File: src/source/usb_ohci_pkg.sv
// controller-wide types for the OHCI list service slice
// channel encoding, descriptor pointer and register map of the slave port
`default_nettype none

package usb_ohci_pkg;

  // descriptor pointer is a word address of 16-byte aligned descriptors
  localparam int PTR_W = 28;
  // byte address bits below the pointer
  localparam int PTR_LSB = 32 - PTR_W;

  // register slave address width in words
  localparam int WB_AW = 4;

  // zero pointer ends a list
  typedef logic [PTR_W-1:0] ed_ptr_t;

  // top bit set means non-periodic
  typedef enum logic [1:0] {
    ISOCHRONOUS = 2'd0,
    INTERRUPT   = 2'd1,
    CONTROL     = 2'd2,
    BULK        = 2'd3
  } channel_t;

  // register offsets in words
  localparam logic [WB_AW-1:0] REG_CONTROL      = 4'd0;
  localparam logic [WB_AW-1:0] REG_CONTROL_HEAD = 4'd1;
  localparam logic [WB_AW-1:0] REG_CONTROL_CUR  = 4'd2;
  localparam logic [WB_AW-1:0] REG_BULK_HEAD    = 4'd3;
  localparam logic [WB_AW-1:0] REG_BULK_CUR     = 4'd4;
  localparam logic [WB_AW-1:0] REG_PERIOD_CUR   = 4'd5;

  // control register: ratio in 1:0, start above it
  localparam int CTRL_START_BIT = 2;

  // current pointer update from the list service
  typedef struct packed {
    logic    en;
    ed_ptr_t val;
  } reg_wr_t;

endpackage

`default_nettype wire

File: src/source/usb_ohci_desc_pkg.sv
// descriptor word layouts and the decoded next-item record
// a fetched word is read as an ED or as a TD depending on its kind bit
`default_nettype none

package usb_ohci_desc_pkg;

  // kind bit values
  localparam logic KIND_ED = 1'b1;
  localparam logic KIND_TD = 1'b0;

  // endpoint descriptor view
  typedef struct packed {
    usb_ohci_pkg::ed_ptr_t  next;
    usb_ohci_pkg::channel_t ctype;
    logic                   halt;
    logic                   kind;
  } ed_word_t;

  // transfer descriptor view
  typedef struct packed {
    usb_ohci_pkg::ed_ptr_t next;
    logic [2:0]            cc;
    logic                  kind;
  } td_word_t;

  // same 32 bits, two readings
  typedef union packed {
    ed_word_t ed;
    td_word_t td;
  } desc_word_u;

  // decoded item handed to the list service
  typedef struct packed {
    logic                   valid;
    logic                   is_ed;
    logic                   halt;
    usb_ohci_pkg::channel_t ctype;
    usb_ohci_pkg::ed_ptr_t  addr;
  } next_item_t;

endpackage

`default_nettype wire

File: src/source/usb_ohci_list_regs.sv
// list pointer registers behind a Wishbone classic slave
// software sets heads, ratio and start; the list service updates the current pointers
`default_nettype none

module usb_ohci_list_regs (
  input  logic                             clk_i,
  input  logic                             arst_n_i,
  // Wishbone slave
  input  logic                             wb_cyc_i,
  input  logic                             wb_stb_i,
  input  logic                             wb_we_i,
  input  logic [usb_ohci_pkg::WB_AW-1:0]   wb_adr_i,
  input  logic [31:0]                      wb_dat_i,
  output logic [31:0]                      wb_dat_o,
  output logic                             wb_ack_o,
  // register values
  output logic                             start_o,
  output logic [1:0]                       ratio_o,
  output usb_ohci_pkg::ed_ptr_t            control_head_o,
  output usb_ohci_pkg::ed_ptr_t            bulk_head_o,
  output usb_ohci_pkg::ed_ptr_t            control_cur_o,
  output usb_ohci_pkg::ed_ptr_t            bulk_cur_o,
  output usb_ohci_pkg::ed_ptr_t            period_cur_o,
  // updates from the list service
  input  usb_ohci_pkg::reg_wr_t            control_cur_wr_i,
  input  usb_ohci_pkg::reg_wr_t            bulk_cur_wr_i,
  input  usb_ohci_pkg::reg_wr_t            period_cur_wr_i
);
  import usb_ohci_pkg::*;

  logic    ack_q;
  logic    start_q;
  logic [1:0] ratio_q;
  ed_ptr_t control_head_q;
  ed_ptr_t bulk_head_q;
  ed_ptr_t control_cur_q;
  ed_ptr_t bulk_cur_q;
  ed_ptr_t period_cur_q;
  logic    bus_wr;
  ed_ptr_t wr_ptr;

  // write lands on the ack cycle
  assign bus_wr = wb_cyc_i & wb_stb_i & ack_q & wb_we_i;
  // pointers live in the upper bits of the byte address
  assign wr_ptr = wb_dat_i[31:PTR_LSB];

  always_ff @(posedge clk_i or negedge arst_n_i) begin
    if (!arst_n_i) begin
      ack_q          <= 1'b0;
      start_q        <= 1'b0;
      ratio_q        <= 2'd0;
      control_head_q <= '0;
      bulk_head_q    <= '0;
      control_cur_q  <= '0;
      bulk_cur_q     <= '0;
      period_cur_q   <= '0;
    end else begin
      // one cycle ack, low again while stb still high
      ack_q <= wb_cyc_i & wb_stb_i & ~ack_q;
      if (bus_wr && wb_adr_i == REG_CONTROL) begin
        start_q <= wb_dat_i[CTRL_START_BIT];
        ratio_q <= wb_dat_i[1:0];
      end
      if (bus_wr && wb_adr_i == REG_CONTROL_HEAD) begin
        control_head_q <= wr_ptr;
      end
      if (bus_wr && wb_adr_i == REG_BULK_HEAD) begin
        bulk_head_q <= wr_ptr;
      end
      // list service has priority over the bus
      if (control_cur_wr_i.en) begin
        control_cur_q <= control_cur_wr_i.val;
      end else if (bus_wr && wb_adr_i == REG_CONTROL_CUR) begin
        control_cur_q <= wr_ptr;
      end
      if (bulk_cur_wr_i.en) begin
        bulk_cur_q <= bulk_cur_wr_i.val;
      end else if (bus_wr && wb_adr_i == REG_BULK_CUR) begin
        bulk_cur_q <= wr_ptr;
      end
      if (period_cur_wr_i.en) begin
        period_cur_q <= period_cur_wr_i.val;
      end else if (bus_wr && wb_adr_i == REG_PERIOD_CUR) begin
        period_cur_q <= wr_ptr;
      end
    end
  end

  // read mux, sampled by the host on ack
  always_comb begin
    wb_dat_o = '0;
    case (wb_adr_i)
      REG_CONTROL: begin
        wb_dat_o[1:0]            = ratio_q;
        wb_dat_o[CTRL_START_BIT] = start_q;
      end
      REG_CONTROL_HEAD: wb_dat_o = {control_head_q, {PTR_LSB{1'b0}}};
      REG_CONTROL_CUR:  wb_dat_o = {control_cur_q, {PTR_LSB{1'b0}}};
      REG_BULK_HEAD:    wb_dat_o = {bulk_head_q, {PTR_LSB{1'b0}}};
      REG_BULK_CUR:     wb_dat_o = {bulk_cur_q, {PTR_LSB{1'b0}}};
      REG_PERIOD_CUR:   wb_dat_o = {period_cur_q, {PTR_LSB{1'b0}}};
      default:          wb_dat_o = '0;
    endcase
  end

  assign wb_ack_o       = ack_q;
  assign start_o        = start_q;
  assign ratio_o        = ratio_q;
  assign control_head_o = control_head_q;
  assign bulk_head_o    = bulk_head_q;
  assign control_cur_o  = control_cur_q;
  assign bulk_cur_o     = bulk_cur_q;
  assign period_cur_o   = period_cur_q;

  // host must keep cyc up until the ack has gone by
  assert property (@(posedge clk_i) disable iff (!arst_n_i) wb_ack_o |-> wb_cyc_i);

endmodule

`default_nettype wire

File: src/source/usb_ohci_desc_decode.sv
// decode stage of the descriptor loop
// registers a fetched word and splits it into pointer, kind and channel type
`default_nettype none

module usb_ohci_desc_decode (
  input  logic                         clk_i,
  input  logic                         arst_n_i,
  input  logic                         word_valid_i,
  input  usb_ohci_desc_pkg::desc_word_u word_i,
  input  usb_ohci_pkg::channel_t       word_type_i,
  output usb_ohci_desc_pkg::next_item_t next_o
);
  import usb_ohci_pkg::*;
  import usb_ohci_desc_pkg::*;

  logic       valid_q;
  desc_word_u word_q;
  // tag of the ED that owns a TD
  channel_t   tag_q;

  always_ff @(posedge clk_i or negedge arst_n_i) begin
    if (!arst_n_i) begin
      valid_q <= 1'b0;
    end else begin
      // one cycle pulse per fetched word
      valid_q <= word_valid_i;
    end
  end

  always_ff @(posedge clk_i) begin
    if (word_valid_i) begin
      word_q <= word_i;
      tag_q  <= word_type_i;
    end
  end

  always_comb begin
    next_o.valid = valid_q;
    if (word_q.ed.kind == KIND_ED) begin
      // ED view carries its own channel type
      next_o.is_ed = 1'b1;
      next_o.halt  = word_q.ed.halt;
      next_o.ctype = word_q.ed.ctype;
      next_o.addr  = word_q.ed.next;
    end else begin
      // TD view inherits the type from the request tag
      next_o.is_ed = 1'b0;
      next_o.halt  = 1'b0;
      next_o.ctype = tag_q;
      next_o.addr  = word_q.td.next;
    end
  end

endmodule

`default_nettype wire

File: src/source/usb_ohci_listservice.sv
// execute stage: schedules the four channel types and picks the next descriptor
// one decoded item comes in, one fetch request goes out in the same cycle
`default_nettype none

module usb_ohci_listservice (
  input  logic                          clk_i,
  input  logic                          arst_n_i,
  input  logic                          start_i,
  // high while the frame is in the periodic zone
  input  logic                          frame_periodic_i,
  input  logic [1:0]                    ratio_i,
  input  usb_ohci_pkg::ed_ptr_t         control_head_i,
  input  usb_ohci_pkg::ed_ptr_t         bulk_head_i,
  input  usb_ohci_pkg::ed_ptr_t         control_cur_i,
  input  usb_ohci_pkg::ed_ptr_t         bulk_cur_i,
  input  usb_ohci_pkg::ed_ptr_t         period_cur_i,
  input  usb_ohci_desc_pkg::next_item_t next_i,
  input  logic                          fetch_ready_i,
  output logic                          next_ready_o,
  output usb_ohci_pkg::reg_wr_t         control_cur_wr_o,
  output usb_ohci_pkg::reg_wr_t         bulk_cur_wr_o,
  output usb_ohci_pkg::reg_wr_t         period_cur_wr_o,
  output logic                          req_valid_o,
  output usb_ohci_pkg::ed_ptr_t         req_addr_o,
  output usb_ohci_pkg::channel_t        req_type_o
);
  import usb_ohci_pkg::*;

  logic       run_q;
  logic       kick_q;
  logic       wait_q;
  logic       next_ready_q;
  logic       bulk_turn_q;
  logic [1:0] ctrl_cnt_q;

  logic       ed_seen;
  logic       ed_live;
  logic       ctrl_served;
  logic       bulk_served;
  logic       ratio_hit;
  logic       zone_change;
  logic       chan_change;
  logic       bulk_next;
  logic       resume;
  logic       sel_valid;
  ed_ptr_t    sel_addr;
  channel_t   sel_type;
  logic       ptr_zero;
  logic       head_use;
  logic       go_wait;

  // halted EDs are followed but never counted
  assign ed_seen     = next_i.valid & next_i.is_ed;
  assign ed_live     = ed_seen & ~next_i.halt;
  assign ctrl_served = ed_live & (next_i.ctype == CONTROL);
  assign bulk_served = ed_live & (next_i.ctype == BULK);
  // ratio+1 control EDs done
  assign ratio_hit   = ctrl_served & (ctrl_cnt_q == ratio_i);
  // periodic ED in a non-periodic frame or the other way round
  assign zone_change = (next_i.ctype[1] == frame_periodic_i);
  // one bulk ED then back to control
  assign chan_change = ed_live & (zone_change | ratio_hit | bulk_served);
  assign bulk_next   = ctrl_served ? ratio_hit : (bulk_served ? 1'b0 : bulk_turn_q);
  // periodic list ran dry, go on once the frame leaves the periodic zone
  assign resume      = wait_q & ~frame_periodic_i & fetch_ready_i;

  // candidate address before the end-of-list check
  always_comb begin
    sel_valid = 1'b0;
    sel_addr  = '0;
    sel_type  = CONTROL;
    if (kick_q) begin
      // zero pointer forces the control head
      sel_valid = 1'b1;
    end else if (resume) begin
      sel_valid = 1'b1;
      sel_addr  = bulk_turn_q ? bulk_cur_i : control_cur_i;
      sel_type  = bulk_turn_q ? BULK : CONTROL;
    end else if (next_i.valid) begin
      sel_valid = 1'b1;
      if (chan_change) begin
        if (frame_periodic_i) begin
          sel_addr = period_cur_i;
          sel_type = INTERRUPT;
        end else if (bulk_next) begin
          sel_addr = bulk_cur_i;
          sel_type = BULK;
        end else begin
          sel_addr = control_cur_i;
          sel_type = CONTROL;
        end
      end else begin
        // TD chain or same channel, follow the pointer
        sel_addr = next_i.addr;
        sel_type = next_i.ctype;
      end
    end
  end

  // end of list: heads for control and bulk, idle for periodic
  assign ptr_zero = (sel_addr == '0);
  assign head_use = sel_valid & ptr_zero & sel_type[1];
  assign go_wait  = sel_valid & ptr_zero & ~sel_type[1];

  assign req_valid_o = sel_valid & ~go_wait;
  assign req_type_o  = sel_type;
  always_comb begin
    req_addr_o = sel_addr;
    if (head_use) begin
      req_addr_o = (sel_type == BULK) ? bulk_head_i : control_head_i;
    end
  end

  // current registers hold the resume point of each list
  always_comb begin
    control_cur_wr_o.en  = (ed_seen & (next_i.ctype == CONTROL)) |
                           (head_use & (sel_type == CONTROL));
    control_cur_wr_o.val = (head_use & (sel_type == CONTROL)) ? control_head_i : next_i.addr;
    bulk_cur_wr_o.en     = (ed_seen & (next_i.ctype == BULK)) |
                           (head_use & (sel_type == BULK));
    bulk_cur_wr_o.val    = (head_use & (sel_type == BULK)) ? bulk_head_i : next_i.addr;
    period_cur_wr_o.en   = ed_seen & ~next_i.ctype[1];
    period_cur_wr_o.val  = next_i.addr;
  end

  always_ff @(posedge clk_i or negedge arst_n_i) begin
    if (!arst_n_i) begin
      run_q        <= 1'b0;
      kick_q       <= 1'b0;
      wait_q       <= 1'b0;
      next_ready_q <= 1'b0;
      bulk_turn_q  <= 1'b0;
      ctrl_cnt_q   <= 2'd0;
    end else begin
      // first head goes out one cycle after start
      run_q        <= run_q | start_i;
      kick_q       <= start_i & ~run_q;
      next_ready_q <= run_q & ~wait_q;
      if (go_wait) begin
        wait_q <= 1'b1;
      end else if (resume) begin
        wait_q <= 1'b0;
      end
      if (ctrl_served) begin
        ctrl_cnt_q  <= ratio_hit ? 2'd0 : ctrl_cnt_q + 2'd1;
        bulk_turn_q <= ratio_hit;
      end else if (bulk_served) begin
        bulk_turn_q <= 1'b0;
      end
    end
  end

  assign next_ready_o = next_ready_q;

  // only one descriptor in flight around the loop
  assert property (@(posedge clk_i) disable iff (!arst_n_i) next_i.valid |-> next_ready_o);
  assert property (@(posedge clk_i) disable iff (!arst_n_i) req_valid_o |=> !req_valid_o);

endmodule

`default_nettype wire

File: src/source/usb_ohci_desc_fetch.sv
// result stage: Wishbone classic read master for one descriptor word per request
// word and channel tag come back on the ack cycle
`default_nettype none

module usb_ohci_desc_fetch (
  input  logic                          clk_i,
  input  logic                          arst_n_i,
  // request from the list service
  input  logic                          req_valid_i,
  input  usb_ohci_pkg::ed_ptr_t         req_addr_i,
  input  usb_ohci_pkg::channel_t        req_type_i,
  output logic                          req_ready_o,
  // Wishbone master, read only
  output logic                          wbm_cyc_o,
  output logic                          wbm_stb_o,
  output logic [31:0]                   wbm_adr_o,
  input  logic [31:0]                   wbm_dat_i,
  input  logic                          wbm_ack_i,
  // fetched word to decode
  output logic                          word_valid_o,
  output usb_ohci_desc_pkg::desc_word_u word_o,
  output usb_ohci_pkg::channel_t        word_type_o
);
  import usb_ohci_pkg::*;

  logic        cyc_q;
  logic [31:0] adr_q;
  channel_t    type_q;
  logic        take;

  // idle master accepts a request
  assign take = req_valid_i & ~cyc_q;

  always_ff @(posedge clk_i or negedge arst_n_i) begin
    if (!arst_n_i) begin
      cyc_q <= 1'b0;
    end else if (cyc_q) begin
      // hold the cycle until memory answers
      if (wbm_ack_i) begin
        cyc_q <= 1'b0;
      end
    end else if (take) begin
      cyc_q <= 1'b1;
    end
  end

  always_ff @(posedge clk_i) begin
    if (take) begin
      // pointer to byte address
      adr_q  <= {req_addr_i, {PTR_LSB{1'b0}}};
      type_q <= req_type_i;
    end
  end

  assign req_ready_o = ~cyc_q;
  assign wbm_cyc_o   = cyc_q;
  assign wbm_stb_o   = cyc_q;
  assign wbm_adr_o   = adr_q;

  // decode captures the data on the ack cycle
  assign word_valid_o = cyc_q & wbm_ack_i;
  assign word_o       = wbm_dat_i;
  assign word_type_o  = type_q;

  // one descriptor in flight so a request never meets a busy master
  assert property (@(posedge clk_i) disable iff (!arst_n_i) req_valid_i |-> req_ready_o);

endmodule

`default_nettype wire

File: src/source/usb_ohci_list_top.sv
// list service slice: registers, list service, descriptor fetch and decode
// register slave for software, descriptor master toward system memory
`default_nettype none

module usb_ohci_list_top (
  input  logic                           clk_i,
  input  logic                           arst_n_i,
  input  logic                           frame_periodic_i,
  // register slave
  input  logic                           wbs_cyc_i,
  input  logic                           wbs_stb_i,
  input  logic                           wbs_we_i,
  input  logic [usb_ohci_pkg::WB_AW-1:0] wbs_adr_i,
  input  logic [31:0]                    wbs_dat_i,
  output logic [31:0]                    wbs_dat_o,
  output logic                           wbs_ack_o,
  // descriptor master
  output logic                           wbm_cyc_o,
  output logic                           wbm_stb_o,
  output logic [31:0]                    wbm_adr_o,
  input  logic [31:0]                    wbm_dat_i,
  input  logic                           wbm_ack_i
);
  import usb_ohci_pkg::*;
  import usb_ohci_desc_pkg::*;

  logic       start;
  logic [1:0] ratio;
  ed_ptr_t    control_head;
  ed_ptr_t    bulk_head;
  ed_ptr_t    control_cur;
  ed_ptr_t    bulk_cur;
  ed_ptr_t    period_cur;
  reg_wr_t    control_cur_wr;
  reg_wr_t    bulk_cur_wr;
  reg_wr_t    period_cur_wr;
  logic       req_valid;
  logic       req_ready;
  ed_ptr_t    req_addr;
  channel_t   req_type;
  logic       word_valid;
  desc_word_u word;
  channel_t   word_type;
  next_item_t next_item;
  logic       next_ready;

  usb_ohci_list_regs i_regs (
    .clk_i            (clk_i),
    .arst_n_i         (arst_n_i),
    .wb_cyc_i         (wbs_cyc_i),
    .wb_stb_i         (wbs_stb_i),
    .wb_we_i          (wbs_we_i),
    .wb_adr_i         (wbs_adr_i),
    .wb_dat_i         (wbs_dat_i),
    .wb_dat_o         (wbs_dat_o),
    .wb_ack_o         (wbs_ack_o),
    .start_o          (start),
    .ratio_o          (ratio),
    .control_head_o   (control_head),
    .bulk_head_o      (bulk_head),
    .control_cur_o    (control_cur),
    .bulk_cur_o       (bulk_cur),
    .period_cur_o     (period_cur),
    .control_cur_wr_i (control_cur_wr),
    .bulk_cur_wr_i    (bulk_cur_wr),
    .period_cur_wr_i  (period_cur_wr)
  );

  usb_ohci_listservice i_listservice (
    .clk_i            (clk_i),
    .arst_n_i         (arst_n_i),
    .start_i          (start),
    .frame_periodic_i (frame_periodic_i),
    .ratio_i          (ratio),
    .control_head_i   (control_head),
    .bulk_head_i      (bulk_head),
    .control_cur_i    (control_cur),
    .bulk_cur_i       (bulk_cur),
    .period_cur_i     (period_cur),
    .next_i           (next_item),
    .fetch_ready_i    (req_ready),
    .next_ready_o     (next_ready),
    .control_cur_wr_o (control_cur_wr),
    .bulk_cur_wr_o    (bulk_cur_wr),
    .period_cur_wr_o  (period_cur_wr),
    .req_valid_o      (req_valid),
    .req_addr_o       (req_addr),
    .req_type_o       (req_type)
  );

  usb_ohci_desc_fetch i_fetch (
    .clk_i        (clk_i),
    .arst_n_i     (arst_n_i),
    .req_valid_i  (req_valid),
    .req_addr_i   (req_addr),
    .req_type_i   (req_type),
    .req_ready_o  (req_ready),
    .wbm_cyc_o    (wbm_cyc_o),
    .wbm_stb_o    (wbm_stb_o),
    .wbm_adr_o    (wbm_adr_o),
    .wbm_dat_i    (wbm_dat_i),
    .wbm_ack_i    (wbm_ack_i),
    .word_valid_o (word_valid),
    .word_o       (word),
    .word_type_o  (word_type)
  );

  usb_ohci_desc_decode i_decode (
    .clk_i        (clk_i),
    .arst_n_i     (arst_n_i),
    .word_valid_i (word_valid),
    .word_i       (word),
    .word_type_i  (word_type),
    .next_o       (next_item)
  );

endmodule

`default_nettype wire

File: config.mk
export PLATFORM = sky130hd
export DESIGN_NAME = usb_ohci_list_top
export DESIGN_NICKNAME = d
export VERILOG_FILES = /design/src/source/usb_ohci_pkg.sv /design/src/source/usb_ohci_desc_pkg.sv /design/src/source/usb_ohci_list_regs.sv /design/src/source/usb_ohci_desc_decode.sv /design/src/source/usb_ohci_listservice.sv /design/src/source/usb_ohci_desc_fetch.sv /design/src/source/usb_ohci_list_top.sv
export SDC_FILE = /design/constraint.sdc
export NUM_CORES = 1
export LEC_CHECK = 0
export BUFFER_PORTS_ARGS = -buffer_cell sky130_fd_sc_hd__buf_4
export CORE_MARGIN = 4
export CORE_UTILIZATION = 55
export CTS_BUF_LIST = sky130_fd_sc_hd__clkbuf_4 sky130_fd_sc_hd__clkbuf_8
export DETAILED_ROUTE_END_ITERATION = 10
export HOLD_SLACK_MARGIN = 0.03
export PLACE_DENSITY = 0.74
export SYNTH_ARGS = -nofsm -noshare
export SYNTH_HDL_FRONTEND = slang
export SYNTH_SLANG_ARGS = --single-unit
File: constraint.sdc
create_clock -name clk_i -period 4.5 [get_ports clk_i]
set_clock_uncertainty 0.05 [all_clocks]
set_input_delay 0.45 -clock clk_i [delete_from_list [all_inputs] [get_ports clk_i]]
set_output_delay 0.45 -clock clk_i [all_outputs]
set_load 0.005 [all_outputs]
==> qor.csv <==
stage;metric;value;unit
critical_path;Max Fanout on Critical Path;30;
routing;Final ANT Viol Nets;0;
global_route;number of global-route vias before repair;10400;
global_route;first-pass GRT wire length;58.2;mm
pwr;Sequential Power Share;43.1;%
die;Core ar.;0.0218;mm²
cells_and_area;layout cells sized above 1;27.0;%
clocking;root buf cell;clkbuf_8;
critical_path;CP Class;reg2reg;
logic_synthesis;asr flop ratio synth;70.4;%
routing;vias;10400;
die;DIE AREA;0.0247;mm²
logic_synthesis;Cell Area, Synth;0.0122;mm²
clocking;H-tree Lvls;2;
logic_synthesis;Mapped Cells;1134;
critical_path;Crit-path slowest cell;a221oi_1;
timing;max frequency;0.232;GHz
clocking;CTS tree;yes;
job;max-cap viol count;0;
timing;Worst-Margin Slew;1.21;ns
die;chip width;157;µm
pwr;Internal Pwr Total;4.63;mW
critical_path;startpoint types;flip-flop;
logic_synthesis;count leader, synth;mux2i_1;
timing;unrepaired setup endpoints after global routing;false;
placed_design;DP Wirelength;22.9;mm
clocking;Longest Clk Path Bufs;3;
logic_synthesis;mean post-synth cell area;10.8;µm²
timing;Slew Viols, Final;0;
status;status;finished, final reports clean;
routing;vias per cell;6.48;
routing;Initial DRC Count;1384;
die;num rows;54;
placed_design;Port Buffer Count;135;
routing;DRC;0;
critical_path;crit-path most repeated cell;nand4_1;
pwr;maximum vdd drop;0.240;mV
clocking;Worst-Skew Late Latency;0.55;ns
global_route;number of antenna violations at the first check in global routing;0;
logic_synthesis;Seq cells post-synth;216;
logic_synthesis;synth warn;0;
pwr;switching power;2.27;mW
critical_path;CP required;4.73;ns
hold_path;HP Class;in2reg;
cells_and_area;Area growth, synth to finish;20.8;%
logic_synthesis;synth unique cells;52;
die;Die Y;157;µm
clocking;Clock Sinks;216;
logic_synthesis;prevailing post-synth register cell;dfrtp_1;
timing;final hold slack;0.0874;ns
cells_and_area;Final nets;1368;
global_route;largest net degree at the start of global routing;103;
timing;Setup Viol. Count Final;0;
pwr;Leakage Power;6.34;nW
routing;Routed WL;38.3;mm
timing;total negative slack;0;ns
pwr;Power Density;467;mW/mm²
pwr;Comb power frac;29.2;%
die;Starting Density;56.0;%
logic_synthesis;Post-synth EDFFs;64;
clocking;Setup Fix Bufs, Post-CTS;0;
logic_synthesis;Synth area leaders;dfrtp_1 (31%), edfxtp_1 (16%), mux2i_1 (13%), mux2_2 (6.9%), a21oi_1 (4.4%);
global_route;grt ovf;0;
critical_path;crit path capture type;flip-flop;
logic_synthesis;sequential-to-total area share from yosys stat;46.8;%
timing;Final period util;95.6;%
logic_synthesis;Yosys top cell by area;dfrtp_1;
timing;max_slew headroom;19.0;%
critical_path;worst path cell trace;mux2i_1, xnor2_2, a31oi_4, and2_1, buf_4, a221oi_1, nand4_1, nor4_4, nand4_1, and3_1, buf_12;
critical_path;Worst Path Arrival;4.53;ns
die;# IOs;142;
logic_synthesis;Yosys top cell area share;31.1;%
timing;Final Hold Vio Count;0;
routing;WL/cell;23.9;µm
pwr;clock power share;27.7;%
global_route;Total GRT Usage;30.4;%
logic_synthesis;top cells by count, synth;mux2i_1 (161), dfrtp_1 (152), nor2_1 (139);
routing;First-pass DRT Iterations;7;
timing;post-layout min period;4.30;ns
critical_path;Slowest Stage Delay on Critical Path;0.65;ns
pwr;switching part of the total;32.9;%
clocking;Reg clk slew, reported paths;0.07;ns
clocking;number of CTS-inserted buffers;38;
placed_design;GP Congestion;0.841;
-- power by group through the flow --
stage	Clock (mW)	Combinational (mW)	Sequential, mW
finish	1.91	2.01	2.97
global route	2.04	2.20	3.03
CTS	1.94	2.00	2.95
detailed placement	0	1.97	2.98
global placement	0	1.89	2.97
floorplan	0	1.41	2.82
-- registers in the layout (all words and copies together), names as in the netlist, 2 cells and up --
register	count
i_regs.control_cur_o	28
i_regs.control_head_o	28
i_decode.tag_q	2
i_regs.period_cur_o	28
i_decode.word_q	32
i_regs.bulk_head_o	28
i_fetch.word_type_o	2
i_fetch.wbm_adr_o	28
i_regs.ratio_o	2
i_listservice.ctrl_cnt_q	2
i_regs.bulk_cur_o	28
-- stage by stage --
step	setup WS (ns)	utilization, %	total power, mW	std cells	instance area, µm²
after global routing	0.0349	67.7	7.26	1603	14800
after detailed placement	0.357	62.4	4.95	1500	13600
after CTS	0.297	67.7	6.89	1603	14800
final	0.198	67.7	6.89	1604	14800
after floorplan	0.878	-	4.24	1138	12200
after global placement	0.393	62.4	4.86	1500	13600
-- timing repair --
| item | in CTS | in global routing |
|---|---|---|
| endpoints found under the hold margin | 39 | 0 |
| endpoints found under the setup margin | 0 | 27 |
| gates resized for setup | 0 | 1 |
| hold buffers | 33 | 0 |
-- cell usage in the layout, fill, tap and decap left out, types with 3 or more instances in the layout --
master	instances
a21boi_0	19
a21oi_1	107
a221oi_1	23
a222oi_1	28
a22oi_1	29
a2bb2oi_1	3
a31oi_1	6
and2_1	8
buf_12	5
buf_4	168
clkbuf_4	14
clkbuf_8	45
clkinv_1	5
clkinv_2	3
conb_1	5
dfrtp_1	151
dlygate4sd3_1	33
edfxtp_1	64
inv_1	5
mux2_1	21
mux2_2	75
mux2_4	19
mux2i_1	161
nand2_1	43
nand2b_1	4
nand3_1	10
nand3b_1	5
nand4_1	14
nor2_1	136
nor2b_1	4
nor3_2	4
nor3b_1	3
o21a_1	3
o21ai_0	41
o22ai_1	21
-- worst max-delay path: cells and delay by family, from the launching register on --
kind                      cells  cell delay [ns]
buffers and inverters         2             0.36
DFF                           1             0.61
muxes                         1             0.39
AOI/OAI and AO/OA             2             0.84
xor gates and xnor gates      1             0.19
and+or+nand+nor               5             1.58
-- path summary, 6_finish.rpt --
check,cells past startpoint,endpoint,slack [ns],start
setup reg to reg,11,i_fetch.wbm_adr_o[20],0.20,i_decode.word_q[0]
setup / recovery,11,i_fetch.wbm_adr_o[20],0.20,i_decode.word_q[0]
hold / removal,2,i_regs.start_o,0.09,wbs_dat_i[2]
hold reg to reg,0,i_decode.tag_q[0],0.37,i_fetch.word_type_o[0]
max in group asynchronous,3,i_regs.period_cur_o[18],3.05,arst_n_i
min in group asynchronous,2,i_regs.bulk_cur_o[2],0.56,arst_n_i
-- routing by layer --
metal	track usage, %	share of wire (%)	vias to the layer above
met1	40.1	40	5063
li1	-	-	4594
met2	48.2	46	618
met4	13.9	4.1	0
met3	6.90	9.6	123
met5	0	0	-
-- logic make-up after synthesis --
group,synth area share (%)
compound gates,15.4
xor+xnor,0.276
buf+inv,3.55
flops,46.8
mux,24.4
other cells,0.0307
simple gates,9.51
-- area by class of cell --
type	count	area [µm²]
Antenna cell	1	2.50
Sequential cell	216	5730
Tap cell	280	350
Multi-Input combinational cell	825	6170
Clock buffer	59	724
Clock inverter	11	81.3
Fill cell	1701	7050
Timing Repair Buffer	207	1700
Inverter	5	18.8
Note: power is estimated with default switching activity, not from simulation.
